$ cat src/rv_issue_macros.svh
////////////////////////////////////////////////////////////
// Width and count macros for the decode and issue stage.
// Included by the package and by every module that sizes
// a port or a signal from these values.
////////////////////////////////////////////////////////////

`ifndef RV_ISSUE_MACROS_SVH
`define RV_ISSUE_MACROS_SVH

// Data path width
`define RV_XLEN 32

// Execution units behind the issue stage
`define RV_NUM_UNITS 4

// Architectural register address width
`define RV_REG_AW 5

`endif

$ cat src/rv_issue_pkg.sv
////////////////////////////////////////////////////////////
// Types shared by the decode and issue stage: opcode, unit
// and ALU operation enums, and the packed structs passed
// between decode, the issue register and the units.
////////////////////////////////////////////////////////////

`include "rv_issue_macros.svh"

package rv_issue_pkg;

    // Opcode with the two always-one low bits removed
    typedef enum logic [4:0] {
        LOAD      = 5'b00000,
        ARITH_IMM = 5'b00100,
        AUIPC     = 5'b00101,
        STORE     = 5'b01000,
        ARITH     = 5'b01100,
        LUI       = 5'b01101,
        BRANCH    = 5'b11000,
        JALR      = 5'b11001,
        JAL       = 5'b11011,
        SYSTEM    = 5'b11100
    } opcode_t;

    typedef enum logic [1:0] {
        UNIT_ALU = 2'd0,
        UNIT_BR  = 2'd1,
        UNIT_LS  = 2'd2,
        UNIT_MUL = 2'd3
    } unit_e;

    typedef enum logic [1:0] {
        ALU_CONSTANT,
        ALU_SLT,
        ALU_SHIFT,
        ALU_ADD_SUB
    } alu_op_t;

    typedef enum logic [1:0] {
        LOGIC_XOR,
        LOGIC_OR,
        LOGIC_AND,
        LOGIC_ADD
    } alu_logic_op_t;

    typedef struct packed {
        logic                valid;
        logic [31:0]         instruction;
        logic [`RV_XLEN-1:0] pc;
    } decode_t;

    typedef struct packed {
        opcode_t                  opcode;
        logic [2:0]               fn3;
        logic [`RV_REG_AW-1:0]    rs1;
        logic [`RV_REG_AW-1:0]    rs2;
        logic [`RV_REG_AW-1:0]    rd;
        logic                     uses_rs1;
        logic                     uses_rs2;
        logic                     uses_rd;
        logic [`RV_NUM_UNITS-1:0] unit_needed;
    } decoded_t;

    typedef struct packed {
        logic [`RV_XLEN-1:0] pc;
        logic [31:0]         instruction;
        decoded_t            decoded;
    } issue_packet_t;

    typedef struct packed {
        logic [`RV_XLEN-1:0] rs1_data;
        logic [`RV_XLEN-1:0] rs2_data;
        logic                rs1_inuse;
        logic                rs2_inuse;
    } rf_read_t;

    typedef struct packed {
        logic [`RV_XLEN:0]   in1;
        logic [`RV_XLEN:0]   in2;
        logic [`RV_XLEN-1:0] constant_adder;
        logic [4:0]          shift_amount;
        logic                lshift;
        logic                arith;
        logic                subtract;
        alu_op_t             alu_op;
        alu_logic_op_t       logic_op;
    } alu_inputs_t;

    typedef struct packed {
        logic [11:0]         offset;
        logic                load;
        logic                store;
        logic [2:0]          fn3;
        logic [`RV_XLEN-1:0] rs1;
        logic [`RV_XLEN-1:0] rs2;
    } ls_inputs_t;

    typedef struct packed {
        logic [20:0]         pc_offset;
        logic                jal;
        logic                jalr;
        logic [2:0]          fn3;
        logic [`RV_XLEN:0]   rs1;
        logic [`RV_XLEN:0]   rs2;
        logic [`RV_XLEN-1:0] issue_pc;
        logic [`RV_XLEN-1:0] pc_p4;
    } branch_inputs_t;

    typedef struct packed {
        logic [`RV_XLEN-1:0] rs1;
        logic [`RV_XLEN-1:0] rs2;
        logic [1:0]          op;
    } mul_inputs_t;

endpackage

$ cat src/alu_operand_gen.sv
////////////////////////////////////////////////////////////
// ALU operand preparation. Decode-side operation fields and
// the constant adder are registered on advance, then joined
// with the issue packet and register data at issue.
////////////////////////////////////////////////////////////

`timescale 1ns/1ps

`include "rv_issue_macros.svh"

module alu_operand_gen (
    input  logic                          clk,
    input  rv_issue_pkg::decode_t         decode_i,
    input  rv_issue_pkg::decoded_t        decoded_i,
    input  logic                          advance_i,
    input  rv_issue_pkg::issue_packet_t   issue_pkt_i,
    input  rv_issue_pkg::rf_read_t        rf_i,
    output rv_issue_pkg::alu_inputs_t     alu_o,
    output logic [`RV_XLEN-1:0]           pc_p4_o
);

    rv_issue_pkg::alu_op_t       alu_op;
    rv_issue_pkg::alu_op_t       alu_op_r;
    rv_issue_pkg::alu_logic_op_t logic_op;
    rv_issue_pkg::alu_logic_op_t logic_op_r;
    logic                        sub_instruction;
    logic                        subtract_r;
    logic                        imm_type_r;
    logic [`RV_XLEN-1:0]         constant_r;
    logic [`RV_XLEN-1:0]         rs2_sel;

    always_comb begin
        if (decoded_i.opcode inside {rv_issue_pkg::LUI, rv_issue_pkg::AUIPC,
                                     rv_issue_pkg::JAL, rv_issue_pkg::JALR}) begin
            alu_op = rv_issue_pkg::ALU_CONSTANT;
        end else begin
            case (decoded_i.fn3)
                3'b010, 3'b011: alu_op = rv_issue_pkg::ALU_SLT;
                3'b001, 3'b101: alu_op = rv_issue_pkg::ALU_SHIFT;
                default:        alu_op = rv_issue_pkg::ALU_ADD_SUB;
            endcase
        end
    end

    always_comb begin
        case (decoded_i.fn3)
            3'b100:  logic_op = rv_issue_pkg::LOGIC_XOR;
            3'b110:  logic_op = rv_issue_pkg::LOGIC_OR;
            3'b111:  logic_op = rv_issue_pkg::LOGIC_AND;
            default: logic_op = rv_issue_pkg::LOGIC_ADD;
        endcase
    end

    // SUB only exists in the register form
    assign sub_instruction = (decoded_i.fn3 == 3'b000) && decode_i.instruction[30]
                           && (decoded_i.opcode == rv_issue_pkg::ARITH);

    // Constant adder covers LUI, AUIPC and the pc+4 link value
    always_ff @(posedge clk) begin
        if (advance_i) begin
            constant_r <= ((decoded_i.opcode == rv_issue_pkg::LUI) ? '0 : decode_i.pc)
                + ((decoded_i.opcode inside {rv_issue_pkg::LUI, rv_issue_pkg::AUIPC}) ?
                   {decode_i.instruction[31:12], 12'b0} : `RV_XLEN'd4);
            imm_type_r <= (decoded_i.opcode == rv_issue_pkg::ARITH_IMM);
            alu_op_r   <= alu_op;
            logic_op_r <= logic_op;
            subtract_r <= (decoded_i.fn3 inside {3'b010, 3'b011}) || sub_instruction;
        end
    end

    assign rs2_sel = imm_type_r ? `RV_XLEN'(signed'(issue_pkt_i.instruction[31:20]))
                                : rf_i.rs2_data;

    // Top bit carries the sign for compares and is cleared for SLTU
    assign alu_o.in1 = {rf_i.rs1_data[`RV_XLEN-1] & ~issue_pkt_i.decoded.fn3[0], rf_i.rs1_data};
    assign alu_o.in2 = {rs2_sel[`RV_XLEN-1] & ~issue_pkt_i.decoded.fn3[0], rs2_sel};

    assign alu_o.constant_adder = constant_r;
    assign alu_o.shift_amount   = imm_type_r ? issue_pkt_i.decoded.rs2 : rf_i.rs2_data[4:0];
    assign alu_o.lshift         = ~issue_pkt_i.decoded.fn3[2];
    assign alu_o.arith          = rf_i.rs1_data[`RV_XLEN-1] & issue_pkt_i.instruction[30];
    assign alu_o.subtract       = subtract_r;
    assign alu_o.alu_op         = alu_op_r;
    assign alu_o.logic_op       = logic_op_r;

    assign pc_p4_o = constant_r;

endmodule

$ cat src/branch_operand_gen.sv
////////////////////////////////////////////////////////////
// Branch and jump operand preparation. The target offset,
// the jump kind and the compare signedness are registered
// on advance; compare operands are extended at issue.
////////////////////////////////////////////////////////////

`timescale 1ns/1ps

`include "rv_issue_macros.svh"

module branch_operand_gen (
    input  logic                          clk,
    input  rv_issue_pkg::decode_t         decode_i,
    input  rv_issue_pkg::decoded_t        decoded_i,
    input  logic                          advance_i,
    input  rv_issue_pkg::issue_packet_t   issue_pkt_i,
    input  rv_issue_pkg::rf_read_t        rf_i,
    input  logic [`RV_XLEN-1:0]           pc_p4_i,
    output rv_issue_pkg::branch_inputs_t  br_o
);

    logic [19:0] jal_imm;
    logic [11:0] br_imm;
    logic [20:0] pc_offset;
    logic [20:0] pc_offset_r;
    logic        jal_r;
    logic        jalr_r;
    logic        use_signed_r;

    assign jal_imm = {decode_i.instruction[31], decode_i.instruction[19:12],
                      decode_i.instruction[20], decode_i.instruction[30:21]};
    assign br_imm  = {decode_i.instruction[31], decode_i.instruction[7],
                      decode_i.instruction[30:25], decode_i.instruction[11:8]};

    always_comb begin
        case (decoded_i.opcode)
            rv_issue_pkg::JAL:  pc_offset = 21'(signed'({jal_imm, 1'b0}));
            rv_issue_pkg::JALR: pc_offset = 21'(signed'(decode_i.instruction[31:20]));
            default:            pc_offset = 21'(signed'({br_imm, 1'b0}));
        endcase
    end

    // BLTU and BGEU compare unsigned
    always_ff @(posedge clk) begin
        if (advance_i) begin
            pc_offset_r  <= pc_offset;
            jal_r        <= (decoded_i.opcode == rv_issue_pkg::JAL);
            jalr_r       <= (decoded_i.opcode == rv_issue_pkg::JALR);
            use_signed_r <= !(decoded_i.fn3 inside {3'b110, 3'b111});
        end
    end

    assign br_o.pc_offset = pc_offset_r;
    assign br_o.jal       = jal_r;
    assign br_o.jalr      = jalr_r;
    assign br_o.fn3       = issue_pkt_i.decoded.fn3;
    assign br_o.rs1       = {rf_i.rs1_data[`RV_XLEN-1] & use_signed_r, rf_i.rs1_data};
    assign br_o.rs2       = {rf_i.rs2_data[`RV_XLEN-1] & use_signed_r, rf_i.rs2_data};
    assign br_o.issue_pc  = issue_pkt_i.pc;
    assign br_o.pc_p4     = pc_p4_i;

endmodule

$ cat src/decode_issue_top.sv
////////////////////////////////////////////////////////////
// Decode and issue stage top level. Connects the decoder,
// the issue control and the ALU, load/store and branch
// operand generators. Register file read data comes back
// combinationally from the exported source addresses.
////////////////////////////////////////////////////////////

`timescale 1ns/1ps

`include "rv_issue_macros.svh"

module decode_issue_top (
    input  logic                          clk,
    input  logic                          rst,
    input  rv_issue_pkg::decode_t         decode_i,
    output logic                          decode_ready_o,
    input  rv_issue_pkg::rf_read_t        rf_i,
    output logic [`RV_REG_AW-1:0]         rs1_addr_o,
    output logic [`RV_REG_AW-1:0]         rs2_addr_o,
    input  logic [`RV_NUM_UNITS-1:0]      unit_ready_i,
    input  logic                          hold_i,
    input  logic                          flush_i,
    output logic [`RV_NUM_UNITS-1:0]      issue_o,
    output rv_issue_pkg::alu_inputs_t     alu_o,
    output rv_issue_pkg::ls_inputs_t      ls_o,
    output rv_issue_pkg::branch_inputs_t  br_o,
    output rv_issue_pkg::mul_inputs_t     mul_o
);

    rv_issue_pkg::decoded_t      decoded;
    rv_issue_pkg::issue_packet_t issue_pkt;
    logic                        advance;
    logic [`RV_XLEN-1:0]         pc_p4;

    assign rs1_addr_o = issue_pkt.decoded.rs1;
    assign rs2_addr_o = issue_pkt.decoded.rs2;

    instr_decoder u_decoder (
        .instruction_i (decode_i.instruction),
        .decoded_o     (decoded)
    );

    issue_control u_control (
        .clk            (clk),
        .rst            (rst),
        .decode_i       (decode_i),
        .decoded_i      (decoded),
        .rf_i           (rf_i),
        .unit_ready_i   (unit_ready_i),
        .hold_i         (hold_i),
        .flush_i        (flush_i),
        .advance_o      (advance),
        .decode_ready_o (decode_ready_o),
        .issue_pkt_o    (issue_pkt),
        .issue_o        (issue_o),
        .mul_o          (mul_o)
    );

    alu_operand_gen u_alu_gen (
        .clk         (clk),
        .decode_i    (decode_i),
        .decoded_i   (decoded),
        .advance_i   (advance),
        .issue_pkt_i (issue_pkt),
        .rf_i        (rf_i),
        .alu_o       (alu_o),
        .pc_p4_o     (pc_p4)
    );

    ls_operand_gen u_ls_gen (
        .clk         (clk),
        .decode_i    (decode_i),
        .decoded_i   (decoded),
        .advance_i   (advance),
        .issue_pkt_i (issue_pkt),
        .rf_i        (rf_i),
        .ls_o        (ls_o)
    );

    branch_operand_gen u_br_gen (
        .clk         (clk),
        .decode_i    (decode_i),
        .decoded_i   (decoded),
        .advance_i   (advance),
        .issue_pkt_i (issue_pkt),
        .rf_i        (rf_i),
        .pc_p4_i     (pc_p4),
        .br_o        (br_o)
    );

endmodule

$ cat src/instr_decoder.sv
////////////////////////////////////////////////////////////
// Combinational decode of one fetched instruction into its
// register usage, the execution unit it needs and the
// common field aliases kept in the issue register.
////////////////////////////////////////////////////////////

`timescale 1ns/1ps

`include "rv_issue_macros.svh"

module instr_decoder (
    input  logic [31:0]             instruction_i,
    output rv_issue_pkg::decoded_t  decoded_o
);

    rv_issue_pkg::opcode_t opcode;
    logic                  mul_op;

    assign opcode = rv_issue_pkg::opcode_t'(instruction_i[6:2]);

    // M extension register ops carry funct7 bit 0
    assign mul_op = (opcode == rv_issue_pkg::ARITH) && instruction_i[25];

    always_comb begin
        decoded_o = '0;

        decoded_o.opcode = opcode;
        decoded_o.fn3    = instruction_i[14:12];
        decoded_o.rs1    = instruction_i[19:15];
        decoded_o.rs2    = instruction_i[24:20];
        decoded_o.rd     = instruction_i[11:7];

        // Register usage
        decoded_o.uses_rs1 = !(opcode inside {rv_issue_pkg::LUI, rv_issue_pkg::AUIPC,
                                              rv_issue_pkg::JAL});
        decoded_o.uses_rs2 = opcode inside {rv_issue_pkg::BRANCH, rv_issue_pkg::STORE,
                                            rv_issue_pkg::ARITH};
        decoded_o.uses_rd  = !(opcode inside {rv_issue_pkg::BRANCH, rv_issue_pkg::STORE});

        // Jumps need both the branch unit and the ALU for the link value
        // Opcodes without a unit stay in the issue stage until a flush
        decoded_o.unit_needed[rv_issue_pkg::UNIT_BR] =
            opcode inside {rv_issue_pkg::BRANCH, rv_issue_pkg::JAL, rv_issue_pkg::JALR};
        decoded_o.unit_needed[rv_issue_pkg::UNIT_ALU] =
            (opcode inside {rv_issue_pkg::ARITH, rv_issue_pkg::ARITH_IMM, rv_issue_pkg::LUI,
                            rv_issue_pkg::AUIPC, rv_issue_pkg::JAL, rv_issue_pkg::JALR})
            && !mul_op;
        decoded_o.unit_needed[rv_issue_pkg::UNIT_LS] =
            opcode inside {rv_issue_pkg::LOAD, rv_issue_pkg::STORE};
        decoded_o.unit_needed[rv_issue_pkg::UNIT_MUL] = mul_op;
    end

endmodule

$ cat src/issue_control.sv
////////////////////////////////////////////////////////////
// Issue stage control. Holds the stage valid flag and the
// registered issue packet, checks operands and unit ready,
// and produces the per-unit one-cycle issue strobe.
////////////////////////////////////////////////////////////

`timescale 1ns/1ps

`include "rv_issue_macros.svh"

module issue_control (
    input  logic                          clk,
    input  logic                          rst,
    input  rv_issue_pkg::decode_t         decode_i,
    input  rv_issue_pkg::decoded_t        decoded_i,
    input  rv_issue_pkg::rf_read_t        rf_i,
    input  logic [`RV_NUM_UNITS-1:0]      unit_ready_i,
    input  logic                          hold_i,
    input  logic                          flush_i,
    output logic                          advance_o,
    output logic                          decode_ready_o,
    output rv_issue_pkg::issue_packet_t   issue_pkt_o,
    output logic [`RV_NUM_UNITS-1:0]      issue_o,
    output rv_issue_pkg::mul_inputs_t     mul_o
);

    logic                     stage_valid;
    logic                     operands_ready;
    logic                     issue_valid;
    logic [`RV_NUM_UNITS-1:0] issue_ready;

    ////////////////////////////////////////////////////////////
    // Issue decision

    // Sources only block when the instruction actually reads them
    assign operands_ready = ~(rf_i.rs1_inuse & issue_pkt_o.decoded.uses_rs1)
                          & ~(rf_i.rs2_inuse & issue_pkt_o.decoded.uses_rs2);

    assign issue_valid = stage_valid & operands_ready & ~hold_i & ~flush_i;
    assign issue_ready = issue_pkt_o.decoded.unit_needed & unit_ready_i;
    assign issue_o     = {`RV_NUM_UNITS{issue_valid}} & issue_ready;

    // Stage can take a new instruction when empty or emptying now
    assign decode_ready_o = ~stage_valid | (|issue_o);
    assign advance_o      = decode_i.valid & decode_ready_o;

    ////////////////////////////////////////////////////////////
    // Issue register

    always_ff @(posedge clk) begin
        if (rst || flush_i) begin
            stage_valid <= 1'b0;
        end else if (decode_ready_o) begin
            stage_valid <= decode_i.valid;
        end
    end

    always_ff @(posedge clk) begin
        if (advance_o) begin
            issue_pkt_o.pc          <= decode_i.pc;
            issue_pkt_o.instruction <= decode_i.instruction;
            issue_pkt_o.decoded     <= decoded_i;
        end
    end

    ////////////////////////////////////////////////////////////
    // Multiply bundle

    // MUL, MULH, MULHSU, MULHU in fn3 bits 1 to 0
    assign mul_o.op  = issue_pkt_o.decoded.fn3[1:0];
    assign mul_o.rs1 = rf_i.rs1_data;
    assign mul_o.rs2 = rf_i.rs2_data;

endmodule

$ cat src/ls_operand_gen.sv
////////////////////////////////////////////////////////////
// Load/store operand preparation. The address offset and
// the access direction are registered on advance and
// combined with the register data at issue.
////////////////////////////////////////////////////////////

`timescale 1ns/1ps

module ls_operand_gen (
    input  logic                          clk,
    input  rv_issue_pkg::decode_t         decode_i,
    input  rv_issue_pkg::decoded_t        decoded_i,
    input  logic                          advance_i,
    input  rv_issue_pkg::issue_packet_t   issue_pkt_i,
    input  rv_issue_pkg::rf_read_t        rf_i,
    output rv_issue_pkg::ls_inputs_t      ls_o
);

    logic [11:0] offset_r;
    logic        load_r;
    logic        store_r;

    // Opcode bit 5 marks the split S-type immediate
    always_ff @(posedge clk) begin
        if (advance_i) begin
            offset_r <= decode_i.instruction[5] ?
                        {decode_i.instruction[31:25], decode_i.instruction[11:7]} :
                        decode_i.instruction[31:20];
            load_r   <= (decoded_i.opcode == rv_issue_pkg::LOAD);
            store_r  <= (decoded_i.opcode == rv_issue_pkg::STORE);
        end
    end

    assign ls_o.offset = offset_r;
    assign ls_o.load   = load_r;
    assign ls_o.store  = store_r;
    assign ls_o.fn3    = issue_pkt_i.decoded.fn3;
    assign ls_o.rs1    = rf_i.rs1_data;
    assign ls_o.rs2    = rf_i.rs2_data;

endmodule

$ cat config.mk
export PLATFORM = sky130hd
export DESIGN_NAME = decode_issue_top
export DESIGN_NICKNAME = d
export VERILOG_FILES = /design/src/rv_issue_pkg.sv /design/src/alu_operand_gen.sv /design/src/branch_operand_gen.sv /design/src/decode_issue_top.sv /design/src/instr_decoder.sv /design/src/issue_control.sv /design/src/ls_operand_gen.sv
export VERILOG_INCLUDE_DIRS = /design/src
export SDC_FILE = /design/constraint.sdc
export NUM_CORES = 1
export LEC_CHECK = 0
export ABC_AREA = 1
export ABC_CLOCK_PERIOD_IN_PS = 6350
export BUFFER_PORTS_ARGS = -buffer_cell sky130_fd_sc_hd__buf_2
export CORE_AREA = 2 2 221 223
export DETAILED_ROUTE_END_ITERATION = 16
export DIE_AREA = 0 0 223 225
export HOLD_SLACK_MARGIN = 0.15
export MAX_ROUTING_LAYER = met4
export PLACE_DENSITY = 0.44
export SLEW_MARGIN = 20
export SYNTH_ARGS = -nofsm -noshare
export SYNTH_HDL_FRONTEND = slang
export SYNTH_HIERARCHICAL = 1
export SYNTH_SLANG_ARGS = --single-unit
export TNS_END_PERCENT = 30
$ cat constraint.sdc
create_clock -name clk -period 6.35 [get_ports clk]
set_input_delay 0.3175 -clock clk [delete_from_list [all_inputs] [get_ports clk]]
set_output_delay 0.3175 -clock clk [all_outputs]
set_load 0.01 [all_outputs]
==> run metrics, run 1 <==
Synth Instances=1148; cells on worst reg2reg path=8; Hold Path Class=input port to register; DRC viols=0; crit-path max cell delay=0.48 ns; die area=50200 sq um; number of port buffers=409; detailed placer's ending HPWL=26400 um; VDD IR max=0.160 mV; ANT nets after route=0; Area Overhead vs Synth=12.9%; Synth Warn #=6; All-Layer GR Usage=0.134; post-CTS sizing=0; most used cell, CP=nand2_1; Post-CTS Setup Inserts=0; Clk Latency, worst-skew pair=0.48 ns; max_cap viols=0; Worst-Margin Slew=0.969 ns; First-pass DRT Iterations=5; Post-Syn Nets=1308; antenna violations before repair=8; Tcrit/Tclk final=0.489; Startpoint Class=input port; TNS Setup=0 ns; initial core utilization=0.209; fin cells=1894; GP Congestion=0.789; Slew HR=0.352; Num CTS Buffers=17; # clock sinks=140; H-tree levels=4; CTS Root Cell=clkbuf_16; type of destination of the critical path=register; Vias/cell=3.85; Die W=223 um; CP Max Fanout=25; CP Class=input port to register; crit path DAT=3.34 ns; pwr dens=238 nW/um^2; crit path time final=3.11 ns; worst-path cell with the longest stage delay=inv_2; CTS tree=built; layout cells sized above 1=0.377; outcome=finished, final reports clean; Pins Over Slew Limit=0; LEAKAGE=5.51 nW; vias in the first global route=7084; Hold Vio Cnt, Final=0; Post-CTS Hold Fix Bufs=52; unrepaired setup endpoints after global routing=no; # setup viols final=0; Bufs on Longest Clock Path=2; DRT iter0 DRCs=308; Synth Cell Area=9950 sq um; Core Area=47500 sq um; largest net degree at the start of global routing=89; Worst Path Required=6.58 ns; via count=7287; Mean Syn Cell Area=8.67 sq um; total I/O pin count=567; first-pass GRT wire length=46400 um; total gr overflow=0; Worst-path clk slew=0.06 ns; Hold Crit Depth=1; WL final=33000 um; Routed WL per cell=17.4 um; FMAX=0.322 GHz; Site Rows=80; Post-layout nets=1424; Worst Clk Skew=0.0137 ns; placed instance count=1808; cells along the critical path=buf_2 > nand2_1 > inv_2 > nand3_4 > inv_2 > nor2_1 > ha_1 > a21oi_1 > o21ai_0 > nor2_1 > nor2_1 > nor3_1 > nand2_1 > nand2_1 > nand2_1; Die Y=225 um
-- worst max-delay path: cells and delay by family --
kind                       cells  cell delay [ns]
and+or+nand+nor                9             1.11
buffers and inverters          3             1.02
AOI/OAI and AO/OA              2             0.47
adders and majority gates      1             0.38
-- area by class of cell --
| class | instances | area, sq um |
|---|---|---|
| diodes | 2 | 5.00 |
| fillers | 5261 | 36300 |
| clock inverters | 12 | 184 |
| multi-input cells | 523 | 2600 |
| well taps | 615 | 769 |
| inverters | 120 | 455 |
| repair buffers | 462 | 2570 |
| clock buffers | 20 | 457 |
| flip-flops and latches | 140 | 4190 |
-- sequential cells by signal, indices dropped and copies added, names as in the netlist, 2 cells and up --
| signal | count |
|---|---|
| u_alu_gen/logic_op_r | 2 |
| u_alu_gen/pc_p4_o | 32 |
| u_control/issue_pkt_o | 63 |
| u_ls_gen/offset_r | 12 |
| u_alu_gen/alu_op_r | 2 |
| u_br_gen/pc_offset_r | 21 |
-- cells in the final DEF (no fill, tap or decap), types with 2 or more instances in the layout --
cell           count
a21o_1             2
a21oi_1           24
buf_2            409
bufinv_16          4
clkbuf_16         17
clkbuf_8           2
clkinv_4           2
clkinvlp_4         2
diode_2            2
dlygate4sd3_1     52
edfxtp_1         139
ha_1              21
inv_1            114
inv_2              4
inv_6              4
nand2_1          238
nand2_2            8
nand3_1           34
nand3_2            4
nand3_4            3
nand4_1            5
nor2_1           105
nor2_2             6
nor2_4             6
nor3_1             9
o21ai_0           19
o21ai_1            6
o21ai_2            3
xnor2_1            4
xor2_1            12
-- path summary, 6_finish.rpt --
check / startpoint / end / slack, ns
worst max-delay path: decode_i[37] / u_alu_gen/pc_p4_o[26] / 3.24
worst min-delay path: decode_i[53] / u_control/issue_pkt_o[13] / 0.18
worst max register to register: u_control/issue_pkt_o[6] / u_control/issue_pkt_o[92] / 3.65
worst min register to register: u_control/stage_valid / u_control/stage_valid / 1.07
-- power breakdown --
group	switching [mW]	internal (mW)	total, mW
sequential	0.0261	1.09	1.12
combinational	0.280	0.168	0.448
clock	0.437	0.680	1.12
total	0.743	1.94	2.68
-- per-stage QoR --
step                instance area (sq um)  worst slack [ns]  hold slack [ns]   util  total power, mW
detailed placement                  10100              2.61            0.494  0.212             1.57
finish                              11200              3.24            0.185  0.236             2.68
global placement                    10100              2.60            0.492  0.212             1.57
global route                        11200              2.78            0.181  0.236             2.81
floorplan                            9950              2.35            0.416      -             1.53
CTS                                 11200              3.14            0.164  0.236             2.74
-- metal layers --
layer	wire (um)	global-route usage
met1	12700	0.141
met2	17000	0.234
met3	2360	0.0475
met4	826	0.0483
met5	0	-
No activity file was read; power rests on OpenSTA's default activity.
==> run 2: changes to the inputs <==
--- a/config.mk
+++ b/config.mk
@@ -7,14 +7,14 @@
 export NUM_CORES = 1
 export LEC_CHECK = 0
 export ABC_AREA = 1
-export ABC_CLOCK_PERIOD_IN_PS = 6350
+export ABC_CLOCK_PERIOD_IN_PS = 2600
 export BUFFER_PORTS_ARGS = -buffer_cell sky130_fd_sc_hd__buf_2
-export CORE_AREA = 2 2 221 223
+export CORE_AREA = 2 2 220 222
 export DETAILED_ROUTE_END_ITERATION = 16
-export DIE_AREA = 0 0 223 225
+export DIE_AREA = 0 0 222 224
 export HOLD_SLACK_MARGIN = 0.15
 export MAX_ROUTING_LAYER = met4
-export PLACE_DENSITY = 0.44
+export PLACE_DENSITY = 0.46
 export SLEW_MARGIN = 20
 export SYNTH_ARGS = -nofsm -noshare
 export SYNTH_HDL_FRONTEND = slang
==> constraint.sdc (replaced) <==
create_clock -name clk -period 2.6 [get_ports clk]
set_input_delay 0.13 -clock clk [delete_from_list [all_inputs] [get_ports clk]]
set_output_delay 0.13 -clock clk [all_outputs]
set_load 0.01 [all_outputs]
==> run 2 against run 1 <==
Final area rose by 4.7%. Hold slack improved by 0.066 ns. Register-to-register slack got worse by 2.8 ns. Die area fell by 0.89%. Core utilization rose by 1.2 points. Non-clock buffer count rose by 61. Sequential power rose by 140%. Largest cell class unchanged. Worst setup slack got worse by 2.9 ns. Critical endpoint unchanged. Total power rose by 140%. Global-route usage rose by 0.52 points. Cell count rose by 3.2%. Highest routed layer unchanged.
==> run metrics, run 2 (synthesized netlist as in run 1, its figures left out) <==
largest net degree at the start of global routing=73; Worst Clk Skew=0.00698 ns; number of port buffers=409; crit path DAT=2.51 ns; Hold Crit Depth=5; detailed placer's ending HPWL=27700 um; Worst-path clk slew=0.06 ns; Slew HR=0.510; most frequent cells in the layout=409 x buf_2, 237 x nand2_1, 139 x edfxtp_1; DRT iter0 DRCs=365; outcome=finished, final reports clean; ANT nets after route=0; Bufs on Longest Clock Path=2; WL final=33900 um; max reg flops=63; placed instance count=1852; Pins Over Slew Limit=0; max_cap viols=0; pwr dens=552 nW/um^2; Clk Latency, worst-skew pair=0.46 ns; Worst R2R End=u_alu_gen/pc_p4_o[29]; worst reg2reg setup slack=0.81 ns; # clock sinks=140; CP delay by family, top=simple AND/OR/NAND/NOR gates; GP Congestion=0.811; Num CTS Buffers=17; CTS tree=built; crit path time final=2.29 ns; Area Overhead vs Synth=18.2%; FMAX=0.437 GHz; Tcrit/Tclk final=0.880; Hold Vio Cnt, Final=0; Startpoint Class=input port; TNS Setup=0 ns; crit path from=decode_i[45]; commonest non-fill, non-tap cell in the layout=buf_2; total gr overflow=0; first-pass GRT wire length=48100 um; Worst Setup EP=u_alu_gen/pc_p4_o[26]; Worst Path Required=2.82 ns; CTS Root Cell=clkbuf_16; vias in the first global route=7338; FF-to-FF Start=u_control/issue_pkt_o[6]; antenna violations before repair=5; via count=7556; final core area utilization=0.249; H-tree levels=4; Post-CTS Setup Inserts=0; Routed WL per cell=17.3 um; Reg with most FFs=u_control/issue_pkt_o; First-pass DRT Iterations=4; CP Max Fanout=7; unrepaired setup endpoints after global routing=no; VDD IR max=0.334 mV; DRC viols=0; cells along the critical path=dlygate4sd3_1 > buf_2 > inv_1 > nor2_1 > ha_1 > a21oi_1 > nor3_1 > nor2_1 > nor2_1 > nor3_1 > nand2_1 > nand2_1 > nand2_1; LEAKAGE=5.78 nW; CP Class=input port to register; layout cells sized above 1=0.392; crit-path max cell delay=0.53 ns; Die Y=224 um; cells on worst reg2reg path=8; fin cells=1955; Worst-Margin Slew=0.734 ns; Final Hold Slack=0.251 ns; Vias/cell=3.86; Post-layout nets=1485; Stages on worst setup path=13; Hold Path Class=input port to register; worst-path cell with the longest stage delay=dlygate4sd3_1; CP bufs+invs=3; die area=49700 sq um; Core Area=47300 sq um; total I/O pin count=567; All-Layer GR Usage=0.140; number of fill cells=5217; initial core utilization=0.210; # setup viols final=0; Die W=222 um; type of destination of the critical path=register; final total power=6.50 mW; Site Rows=80
[run 2: through the flow]
stage	instance area [sq um]	setup slack [ns]
3_3_place_gp	10500	0.00612
5_1_grt	11800	0.0740
2_1_floorplan	9960	-0.669
3_5_place_dp	10500	0.0129
4_1_cts	11800	0.380
6_report	11800	0.313
[run 2: how the worst min path moves through the flow]
stage	startpoint	end
6_report	decode_i[36]	u_ls_gen/load_r
5_1_grt	decode_i[37]	u_alu_gen/imm_type_r
4_1_cts	decode_i[36]	u_ls_gen/load_r
3_5_place_dp	rf_i[45]	alu_o[88]
3_3_place_gp	rf_i[45]	alu_o[88]
2_1_floorplan	decode_i[62]	u_br_gen/pc_offset_r[10]
[run 2: timing repair]
item                                   in CTS  in global routing
hold buffers                               69                  0
endpoints found under the hold margin     107                  0
gates resized for setup                     0                  0
[run 2: layout make-up]
class	count	area, sq um	area share
inverter	120	454	0.0386
tap	615	769	0.0654
clock buffer	23	478	0.0406
multi-input combinational	523	2610	0.221
timing repair buffer	523	3130	0.266
antenna	2	5.00	0.000425
sequential	140	4190	0.356
clock inverter	9	138	0.0117
[run 2: where the power goes]
group / internal, mW / switching, mW
clock: 1.59 / 1.01
combinational: 0.471 / 0.709
sequential: 2.66 / 0.0612
[run 2: worst register-to-register path, stage by stage, from the launching register on]
cell and delay [ns]:
edfxtp_1 0.37, nand2_1 0.07, nand2_1 0.06, nor2_2 0.13, o21ai_1 0.10, nand3_2 0.11
nand2_2 0.07, clkinvlp_4 0.11, buf_12 0.32
[run 2: metal layers]
metal,track usage,vias up,share of wire
met5,-,-,0
li1,-,3650,-
met2,0.241,394,0.51
met3,0.0496,33,0.073
met1,0.149,3479,0.39
met4,0.0462,0,0.022
==> run 3: changes to the inputs <==
--- a/config.mk
+++ b/config.mk
@@ -8,7 +8,7 @@
 export LEC_CHECK = 0
 export ABC_AREA = 1
 export ABC_CLOCK_PERIOD_IN_PS = 2600
-export BUFFER_PORTS_ARGS = -buffer_cell sky130_fd_sc_hd__buf_2
+export BUFFER_PORTS_ARGS = -buffer_cell sky130_fd_sc_hd__clkbuf_2
 export CORE_AREA = 2 2 220 222
 export DETAILED_ROUTE_END_ITERATION = 16
 export DIE_AREA = 0 0 222 224
==> run 3 against run 2 <==
Core utilization barely moved. Total power fell by 2.0%. Sequential power barely moved. Critical path depth did not move. Sequential share of layout area barely moved. Final area barely moved. Maximum frequency fell by 0.40%. Non-clock buffer count rose by 4. Clock power fell by 5%. Via count rose by 0.98%. Register-to-register slack barely moved. Clock skew barely moved.
==> run metrics, run 3 (synthesized netlist as in run 1, its figures left out) <==
Hold Crit Depth=3; Worst-path clk slew=0.07 ns; detailed placer's ending HPWL=27900 um; DRC viols=0; Core Area=47300 sq um; cells on worst reg2reg path=8; LEAKAGE=5.86 nW; type of destination of the critical path=register; # setup viols final=0; Site Rows=80; placed instance count=1857; CTS Root Cell=clkbuf_16; First-pass DRT Iterations=5; CP Max Fanout=7; crit path DAT=2.53 ns; Pins Over Slew Limit=0; Bufs on Longest Clock Path=2; crit path time final=2.30 ns; Clk Latency, worst-skew pair=0.47 ns; number of fill cells=5204; VDD IR max=0.391 mV; pwr dens=542 nW/um^2; Tcrit/Tclk final=0.883; CTS tree=built; Area Overhead vs Synth=18.2%; Worst Path Required=2.84 ns; WL final=33900 um; layout cells sized above 1=0.394; Worst Clk Skew=0.00671 ns; die area=49700 sq um; grt met2 use=0.237; Reg with most FFs=u_control/issue_pkt_o; first-pass GRT wire length=48200 um; commonest non-fill, non-tap cell in the layout=clkbuf_2; Die W=222 um; met3 Track Usage GR=0.0502; Hold Path Class=input port to register; pre-CTS WS=0.00347 ns; # clock sinks=140; fin cells=1958; DRT iter0 DRCs=430; grt met1 use=0.151; final core area utilization=0.248; Startpoint Class=input port; FMAX=0.435 GHz; Num CTS Buffers=17; total I/O pin count=567; crit path from=decode_i[45]; total gr overflow=0; Hold Vio Cnt, Final=0; initial core utilization=0.210; max reg flops=63; Vias/cell=3.90; Routed WL per cell=17.3 um; vias in the first global route=7341; H-tree levels=4; ANT nets after route=0; TNS Setup=0 ns; max_cap viols=0; GP Congestion=0.791; Post-layout nets=1489; setup ws final=0.304 ns; All-Layer GR Usage=0.140; Worst-Margin Slew=0.733 ns; CP Class=input port to register; most frequent cells in the layout=409 x clkbuf_2, 237 x nand2_1, 139 x edfxtp_1; hold wc startpoint=decode_i[35]; via count=7630; global routing's busiest layer=met2; Slew HR=0.510; number of port buffers=409; post-CTS sizing=0; largest net degree at the start of global routing=74; unrepaired setup endpoints after global routing=no; outcome=finished, final reports clean; FF-to-FF Start=u_control/issue_pkt_o[6]; Die Y=224 um; antenna violations before repair=1
==> run 3: cell types whose count changed in the layout (fill, tap and decap cells not counted), sizes merged <==
cell	delta
buf	-404
clkbuf	+403
clkinv	+3
inv	+2
bufinv	-1
clkinvlp	+1
dlygate4sd3	-1
==> run 3: path summary, 6_finish.rpt <==
check                                           endpoint  slack, ns
worst max-delay path               u_alu_gen/pc_p4_o[26]       0.30
worst min-delay path            u_control/issue_pkt_o[2]       0.22
worst max register to register     u_alu_gen/pc_p4_o[29]       0.81
worst min register to register  u_br_gen/pc_offset_r[13]       1.08
==> run 3: timing repair <==
item / in CTS / in global routing
setup buffers: 0 / 0
setup endpoints to repair: 0 / 0
hold buffers: 68 / 0
endpoints found under the hold margin: 106 / 0
==> run 3: per-layer routing <==
layer	share of wire	vias up
li1	-	3654
met1	0.39	3533
met2	0.51	401
met3	0.073	42
met4	0.028	0
met5	0	-
==> run 3: worst max-delay path, cell delays in order <==
cell and delay [ns]:
dlygate4sd3_1 0.54, clkbuf_2 0.23, inv_1 0.07, nor2_1 0.22
ha_1 0.32, a21oi_1 0.26, nor3_1 0.11, nor2_1 0.17
nor2_1 0.06, nor3_1 0.20, nand2_1 0.09, nand2_1 0.07
nand2_1 0.05
==> run 3: cell type report <==
| class | count | area (sq um) | area share |
|---|---|---|---|
| tap | 615 | 769 | 0.0654 |
| timing repair buffer | 527 | 3170 | 0.269 |
| inverter | 120 | 454 | 0.0386 |
| clock inverter | 14 | 145 | 0.0123 |
| sequential | 140 | 4190 | 0.357 |
| antenna | 2 | 5.00 | 0.000425 |
| clock buffer | 17 | 425 | 0.0362 |
| multi-input combinational | 523 | 2610 | 0.221 |
==> run 3: through the flow <==
stage / hold slack (ns) / instance area, sq um / power, mW
global route: 0.208 / 11800 / 6.68
finish: 0.223 / 11800 / 6.37
floorplan: 0.229 / 9960 / 3.72
detailed placement: 0.260 / 10500 / 3.91
CTS: 0.174 / 11800 / 6.52
global placement: 0.260 / 10500 / 3.91
==> run 3: where the power goes <==
group	internal [mW]	switching, mW
sequential	2.66	0.0663
combinational	0.471	0.718
clock	1.40	1.06
